**src/logic/npu_defs.svh**
```systemverilog
`ifndef NPU_DEFS_SVH
`define NPU_DEFS_SVH

// int8 lanes per operand vector, 16 lanes give a 128-bit vector
`define NPU_LANES 16

`define NPU_SDRAM_DATA_W 128  // one SDRAM read beat
`define NPU_ADDR_W 24         // SDRAM word address

// CSR byte offsets, decoded on the low four address bits
`define NPU_CSR_CTRL   4'h0
`define NPU_CSR_FADDR  4'h4
`define NPU_CSR_STATUS 4'h8

`endif

```
**src/logic/eu_pkg.sv**
```systemverilog
`include "npu_defs.svh"

package eu_pkg;

    // requantization parameters, scales are unsigned Q8.8
    typedef struct packed {
        logic [15:0]       s_a;
        logic [15:0]       s_b;
        logic signed [7:0] z_tot;
    } quant_params_t;

    typedef logic signed [7:0] lane_t;
    typedef lane_t [`NPU_LANES-1:0] vec_t;  // lane i sits in bits 8*i+7:8*i

    typedef struct packed {
        logic [1:0] we;    // bit 0 loads operand a, bit 1 loads operand b
        vec_t       data;
    } opnd_wr_t;

    typedef struct packed {
        logic                   fetch;  // single-cycle pulses
        logic                   exec;
        logic [`NPU_ADDR_W-1:0] fetch_addr;
    } eu_ctrl_t;

endpackage

```
**src/logic/eu_csr.sv**
```systemverilog
`timescale 1ns/1ps
`include "npu_defs.svh"

module eu_csr (
    input  logic             clk,
    input  logic             rst_n,
    input  logic             i_awvalid,
    input  logic [31:0]      i_awaddr,
    input  logic             i_wvalid,
    input  logic [31:0]      i_wdata,
    input  logic [3:0]       i_wstrb,
    input  logic             i_bready,
    input  logic             i_arvalid,
    input  logic [31:0]      i_araddr,
    input  logic             i_rready,
    output logic             o_awready,
    output logic             o_wready,
    output logic             o_bvalid,
    output logic [1:0]       o_bresp,
    output logic             o_arready,
    output logic             o_rvalid,
    output logic [31:0]      o_rdata,
    output logic [1:0]       o_rresp,
    input  logic             i_fetch_done,
    input  logic             i_exec_done,
    output eu_pkg::eu_ctrl_t o_ctrl
);
    logic                   aw_held;
    logic                   w_held;
    logic [3:0]             aw_addr_q;
    logic [31:0]            w_data_q;
    logic [3:0]             w_strb_q;
    logic                   wr_fire;
    logic [1:0]             start_pend;  // ctrl bits waiting for the B handshake
    logic                   fetch_pulse;
    logic                   exec_pulse;
    logic [`NPU_ADDR_W-1:0] faddr_q;
    logic                   fetch_done_q;
    logic                   exec_done_q;
    logic                   fetch_busy;
    logic [2:0]             exec_cnt;    // execs issued but not finished
    logic                   busy;
    logic [31:0]            rd_mux;

    // address and data are taken in either order, one write at a time
    assign o_awready = !aw_held && !o_bvalid;
    assign o_wready  = !w_held && !o_bvalid;
    assign wr_fire   = aw_held && w_held;
    assign o_bresp   = 2'b00;
    assign o_arready = !o_rvalid;
    assign o_rresp   = 2'b00;
    assign busy      = fetch_busy || (exec_cnt != 3'd0);
    assign o_ctrl    = '{fetch: fetch_pulse, exec: exec_pulse, fetch_addr: faddr_q};

    always_ff @(posedge clk) begin
        if (i_awvalid && o_awready) aw_addr_q <= i_awaddr[3:0];
        if (i_wvalid && o_wready) begin
            w_data_q <= i_wdata;
            w_strb_q <= i_wstrb;
        end
    end

    always_ff @(posedge clk or negedge rst_n) begin
        if (!rst_n) begin
            aw_held     <= 1'b0;
            w_held      <= 1'b0;
            o_bvalid    <= 1'b0;
            start_pend  <= 2'b00;
            fetch_pulse <= 1'b0;
            exec_pulse  <= 1'b0;
            faddr_q     <= '0;
        end else begin
            fetch_pulse <= 1'b0;
            exec_pulse  <= 1'b0;
            if (i_awvalid && o_awready) aw_held <= 1'b1;
            if (i_wvalid && o_wready) w_held <= 1'b1;
            if (wr_fire) begin
                aw_held  <= 1'b0;
                w_held   <= 1'b0;
                o_bvalid <= 1'b1;
                start_pend <= (aw_addr_q == `NPU_CSR_CTRL && w_strb_q[0]) ?
                              w_data_q[1:0] : 2'b00;
                if (aw_addr_q == `NPU_CSR_FADDR) begin
                    for (int b = 0; b < 3; b++) begin
                        if (w_strb_q[b]) faddr_q[b*8 +: 8] <= w_data_q[b*8 +: 8];
                    end
                end
            end
            // start pulses go out once the host has taken the response
            if (o_bvalid && i_bready) begin
                o_bvalid    <= 1'b0;
                fetch_pulse <= start_pend[0];
                exec_pulse  <= start_pend[1];
            end
        end
    end

    always_ff @(posedge clk or negedge rst_n) begin
        if (!rst_n) begin
            fetch_done_q <= 1'b0;
            exec_done_q  <= 1'b0;
            fetch_busy   <= 1'b0;
            exec_cnt     <= 3'd0;
        end else begin
            if (fetch_pulse) fetch_done_q <= 1'b0;  // a new start wins over a late done
            else if (i_fetch_done) fetch_done_q <= 1'b1;
            if (exec_pulse) exec_done_q <= 1'b0;
            else if (i_exec_done) exec_done_q <= 1'b1;

            // the fetcher drops a start while busy, so one flag is enough here
            if (fetch_pulse) fetch_busy <= 1'b1;
            else if (i_fetch_done) fetch_busy <= 1'b0;
            exec_cnt <= exec_cnt + 3'(exec_pulse) - 3'(i_exec_done);
        end
    end

    always_comb begin
        case (i_araddr[3:0])
            `NPU_CSR_FADDR:  rd_mux = 32'(faddr_q);
            `NPU_CSR_STATUS: rd_mux = {29'd0, busy, exec_done_q, fetch_done_q};
            default:         rd_mux = 32'd0;  // ctrl reads back as zero
        endcase
    end

    always_ff @(posedge clk or negedge rst_n) begin
        if (!rst_n) begin
            o_rvalid <= 1'b0;
        end else if (i_arvalid && o_arready) begin
            o_rvalid <= 1'b1;
        end else if (o_rvalid && i_rready) begin
            o_rvalid <= 1'b0;
        end
    end

    always_ff @(posedge clk) begin
        if (i_arvalid && o_arready) o_rdata <= rd_mux;
    end

endmodule

```
**config.mk**
```make
export PLATFORM = sky130hd
export DESIGN_NAME = eu_csr
export DESIGN_NICKNAME = d
export VERILOG_FILES = /design/src/logic/eu_pkg.sv /design/src/logic/eu_csr.sv
export VERILOG_INCLUDE_DIRS = /design/src /design/src/logic
export SDC_FILE = /design/constraint.sdc
export NUM_CORES = 1
export LEC_CHECK = 0
export ABC_CLOCK_PERIOD_IN_PS = 2460
export BUFFER_PORTS_ARGS = -buffer_cell sky130_fd_sc_hd__buf_2
export CORE_MARGIN = 2
export CORE_UTILIZATION = 45
export CTS_CLUSTER_SIZE = 30
export DETAILED_ROUTE_END_ITERATION = 10
export PLACE_DENSITY = 0.79
export SETUP_SLACK_MARGIN = 0.4
export SLEW_MARGIN = 0
export SYNTH_ARGS = -nofsm -noshare
export SYNTH_HDL_FRONTEND = slang
export SYNTH_SLANG_ARGS = --single-unit
```
**constraint.sdc**
```tcl
create_clock -name clk -period 2.46 [get_ports clk]
set_clock_uncertainty 0.2 [all_clocks]
set_input_delay 0.369 -clock clk [delete_from_list [all_inputs] [get_ports clk]]
set_output_delay 0.369 -clock clk [all_outputs]
set_load 0.005 [all_outputs]
```
Word-level counts from Yosys, hierarchy flattened
Cells that the tools add are included.

Add/subtract/negate cells: 2. Equality and inequality tests: 3. Multiplexer cells: 18. Reduce and logical (&&, ||, !) cells: 25.

Operators with widths (number): 24-bit one-hot mux with 2 select lines (1); 1-bit 2-to-1 mux (16); 2-bit nonzero test (6); 1-bit logical AND (9); 3-bit AND reduction (3); 4-bit by 3-bit equality test with 1-bit output (second input constant) (2); 4-bit equality test (second input constant) (1); 1-bit logical NOT (4); 4-bit logical NOT (1); 3-bit by 1-bit adder with 3-bit output (1); 3-bit nonzero test (1); 3-bit by 1-bit subtractor with 3-bit output (1); 2-bit 2-to-1 mux (1); 1-bit logical OR (1).

Register bits after elaboration: 101. Input port bits: 109. Output and inout bits: 67. Word-level logic and storage cells: 66.

Depth between registers and ports, before layout
Depth in word-level cells: 5. Gate-level depth with buffers: 7. Depth with buffers taken out: 7.

Worst setup path before layout
Ideal clock, no wire load.

Path type: flip-flop to flip-flop. Start: register o_rvalid. End: register o_rdata[0], enable pin. Setup time: 0.409 ns. Data arrival time: 1.523 ns. Data required time: 1.851 ns. Setup slack: 0.328 ns. Stages on the path, launching flop included: 2. Path buffers: 0. Period minus slack after synthesis: 2.132 ns. Cells stage by stage: dfrtp_1 nor2b_1.

Longest elaborated chain between the ends: 2.

Ends and longest elaborated chain: start, declared (RTL line eu_csr.sv:21) `output logic o_rvalid,`; start signal, assigned (RTL line eu_csr.sv:127) `o_rvalid <= 1'b0;`; start signal, assigned (RTL line eu_csr.sv:129) `o_rvalid <= 1'b1;`; start signal, assigned (RTL line eu_csr.sv:131) `o_rvalid <= 1'b0;`; 1-bit logical NOT (RTL line eu_csr.sv:50) `assign o_arready = !o_rvalid;`; 1-bit logical AND (RTL line eu_csr.sv:136) `if (i_arvalid && o_arready) o_rdata <= rd_mux;`; end signal, assigned (RTL line eu_csr.sv:136); end, declared (RTL line eu_csr.sv:22) `output logic [31:0] o_rdata,`.

Every way passes these cells. A chain may end at the register's enable or synchronous reset.

Final worst setup path
Start: register aw_addr_q[1]. End: register faddr_q[18].

Longest elaborated chain between the ends: 2.

Ends and longest elaborated chain: start, declared (RTL line eu_csr.sv:30) `logic [3:0] aw_addr_q;`; start signal, assigned (RTL line eu_csr.sv:56) `if (i_awvalid && o_awready) aw_addr_q <= i_awaddr[3:0];`; 4-bit by 3-bit equality test with 1-bit output (no source line); 3-bit AND reduction (no source line); end signal, assigned by index (RTL line eu_csr.sv:85) `if (w_strb_q[b]) faddr_q[b*8 +: 8] <= w_data_q[b*8 +: 8];`; end, declared (RTL line eu_csr.sv:37) `` logic [`NPU_ADDR_W-1:0] faddr_q; ``.

Every way passes these cells.

==> run metrics <==
via count 2094; final instance area 0.00463 mm^2; final setup vio count 0; fin. max-slew vios 0; number of antenna repair diodes 0; measured slew at the worst slew-check pin 880 ps; Arr. time, crit path 2000 ps; initial antenna violation count 0; placed instance area 0.00405 mm^2; Synthesis Warnings 0; Die Wd 91.9 um; mapped cell area 0.00348 mm^2; latest clock arrival within the worst-skew pair 360 ps; global placer's final weighted congestion 0.718; fin nets 463; # IOs 176; Post-Syn Instances 209; Die ar. 0.00845 mm^2; post-route setup slack approximately 500 ps; P&R area growth vs syn 33.1%; Layout Cells excl Fill 458; core area approximately 0.0076 mm^2; min cycle time layout 1960 ps; vias in the first global route 2250; routed wire length 6.60 mm; Die Height 91.9 um; grt total ovfl 0; Critical Path RT between 2000 and 3000 ps; wire length per cell 14.4 um; register area share after synthesis 0.748; Tcrit/Tclk final 0.796; root buffer cell clkbuf_8; Row Count 32; Yosys cell types 28; flops & latches, synth 93; # H-tree levels 3; Pwr Density 914 mW/mm^2; Clock Sink Count 93; fmax 0.510 GHz; Max Cap Viol 0; Initial DRC Count 76; initial core utilization 0.457; detailed placement HPWL 4.21 mm; first-pass GRT wire length approximately 11 mm; RSZ-0062 raised after global routing no; port bufs approximately 100; via/cell ratio 4.57; hold violation total from the final report 0; CTS max path bufs 2; Slew headroom 0.413; largest net degree at the start of global routing 39; r2r setup slk approximately 500 ps; Max IR drop VDD 444 uV; Synth Area per Inst ~17 um^2; CP Max Fanout 8; worst hold path class primary input to flop; Post-DRT Antenna Nets 0; drt pass-1 iters 5; status completed; worst hold stages 2; Placed Cells incl. Taps 406; fraction of layout cells with a size suffix above 1 0.419; TNS Setup 0 ps; Lkg Pwr 2.12 nW; CTS Buf Count 9; drt drc 0; Clock Pin Slew Worst Setup and Hold Paths 90 ps; crit end category flop; FF-to-FF path depth 3; Setup WS pre-CTS 343 ps; critical path type flop to flop; gr usage total 0.169; TritonCTS clock tree yes; Setup crit start kind flop
-- layout make-up --
cell class / instances / area (um^2)
clock buffers: 10 / 128
clock inverters: 6 / 86.3
fillers: 591 / 2980
inverters: 7 / 26.3
multi-input cells: 103 / 782
flip-flops and latches: 93 / 2600
well taps: 102 / 128
repair buffers: 137 / 878
-- cells by family (layout without fill, tap and decap cells) --
logic type      count (synthesis)  after routing  share of synthesized area
fa+ha+maj                       3              3                     0.0129
mux                            25             25                     0.0805
compound gates                  9              9                     0.0180
other cells                     1             12                    0.00108
xor+xnor                        2              2                    0.00504
buf+inv                        24            160                     0.0414
simple gates                   52             52                     0.0931
flops                          93             93                      0.748
-- flip-flops by register name, summed over array words and instances (netlist names) --
signal        flops
o_rdata          24
aw_held           1
fetch_busy        1
w_strb_q          3
faddr_q          24
w_held            1
exec_done_q       1
o_rvalid          1
exec_cnt          3
exec_pulse        1
o_bvalid          1
fetch_done_q      1
w_data_q         24
fetch_pulse       1
aw_addr_q         4
start_pend        2
-- worst max-delay path, cell delays in order (launching register included) --
cell and delay [ps]:
edfxtp_1 350, or3_1 510, nor3_4 380, mux2_2 400
-- synth_stat cells --
| cell type | number | area, um^2 |
|---|---|---|
| xnor2_1 | 2 | 17.5 |
| o21bai_1 | 2 | 15.0 |
| nand3_1 | 2 | 10.0 |
| nor3b_1 | 1 | 7.51 |
| and2_1 | 23 | 144 |
| a22oi_1 | 3 | 22.5 |
| buf_4 | 14 | 105 |
| dfrtp_1 | 38 | 951 |
| edfxtp_1 | 55 | 1650 |
| nor3_4 | 3 | 48.8 |
| conb_1 | 1 | 3.75 |
| mux2_2 | 24 | 270 |
| fa_1 | 1 | 20.0 |
| nand2_1 | 6 | 22.5 |
| clkbuf_1 | 2 | 7.51 |
| nor3_1 | 3 | 15.0 |
| or3_1 | 1 | 6.26 |
| and3_1 | 2 | 12.5 |
| buf_2 | 1 | 5.00 |
| nor2_1 | 6 | 22.5 |
| or3b_2 | 1 | 8.76 |
| nor2b_1 | 3 | 18.8 |
| a21o_1 | 2 | 15.0 |
| inv_1 | 7 | 26.3 |
| mux2i_1 | 1 | 10.0 |
| or4_1 | 1 | 7.51 |
| o21ai_0 | 2 | 10.0 |
| ha_1 | 2 | 25.0 |
-- per-layer routing --
| layer | wire length (um) | vias to the layer above | global-route usage |
|---|---|---|---|
| met5 | 0 | - | 0 |
| met1 | 2590 | 1016 | 0.187 |
| met4 | 121 | 0 | 0.0721 |
| met3 | 337 | 11 | 0.0444 |
| met2 | 3560 | 70 | 0.306 |
| li1 | - | 997 | - |
-- per-stage QoR --
| step | total power (W) | hold WS, ps | util |
|---|---|---|---|
| after floorplan | 0.00273 | -127 | - |
| after global placement | 0.00309 | 255 | 0.533 |
| after detailed placement | 0.00314 | 261 | 0.533 |
| after CTS | 0.00427 | 8.07 | 0.606 |
| after global routing | 0.00447 | 7.57 | 0.609 |
| final | 0.00423 | 14.4 | 0.609 |
-- cell usage in the layout (no fill, tap or decap), types with 2 or more instances in the layout --
cell,instances
buf_2,98
edfxtp_1,55
dfrtp_1,38
dlygate4sd3_1,33
mux2_2,24
and2_1,23
conb_1,12
clkbuf_8,9
inv_1,7
nor2_1,6
nand2_1,6
buf_4,5
a22oi_1,3
nor3_1,3
nor3_4,3
xnor2_1,2
nor2b_1,2
and3_1,2
o21bai_1,2
a21o_1,2
nand3_1,2
o21ai_0,2
ha_1,2
bufinv_16,2
clkinv_2,2
-- what timing repair did --
action	4_1_cts	5_1_grt
hold endpoints to repair	70	0
gates cloned	0	0
pin swaps	2	2
hold buffers	33	0
gates resized for setup	0	0
setup buffers	2	1
setup endpoints to repair	16	16
-- report_power, final --
part	leakage (nW)	switching (W)	internal, W
Clock	0.107	0.000518	0.000573
Sequential	1.02	0.000226	0.00207
Combinational	0.996	0.000393	0.000452
-- worst paths after layout --
check	startpoint	to
setup / recovery	aw_addr_q[1]	faddr_q[18]
hold / removal	i_bready	o_bvalid
setup reg to reg	aw_addr_q[1]	faddr_q[18]
hold reg to reg	fetch_busy	fetch_busy
max in group asynchronous	rst_n	faddr_q[15]
min in group asynchronous	rst_n	o_rvalid
Note: power is estimated with default switching activity, not from simulation.
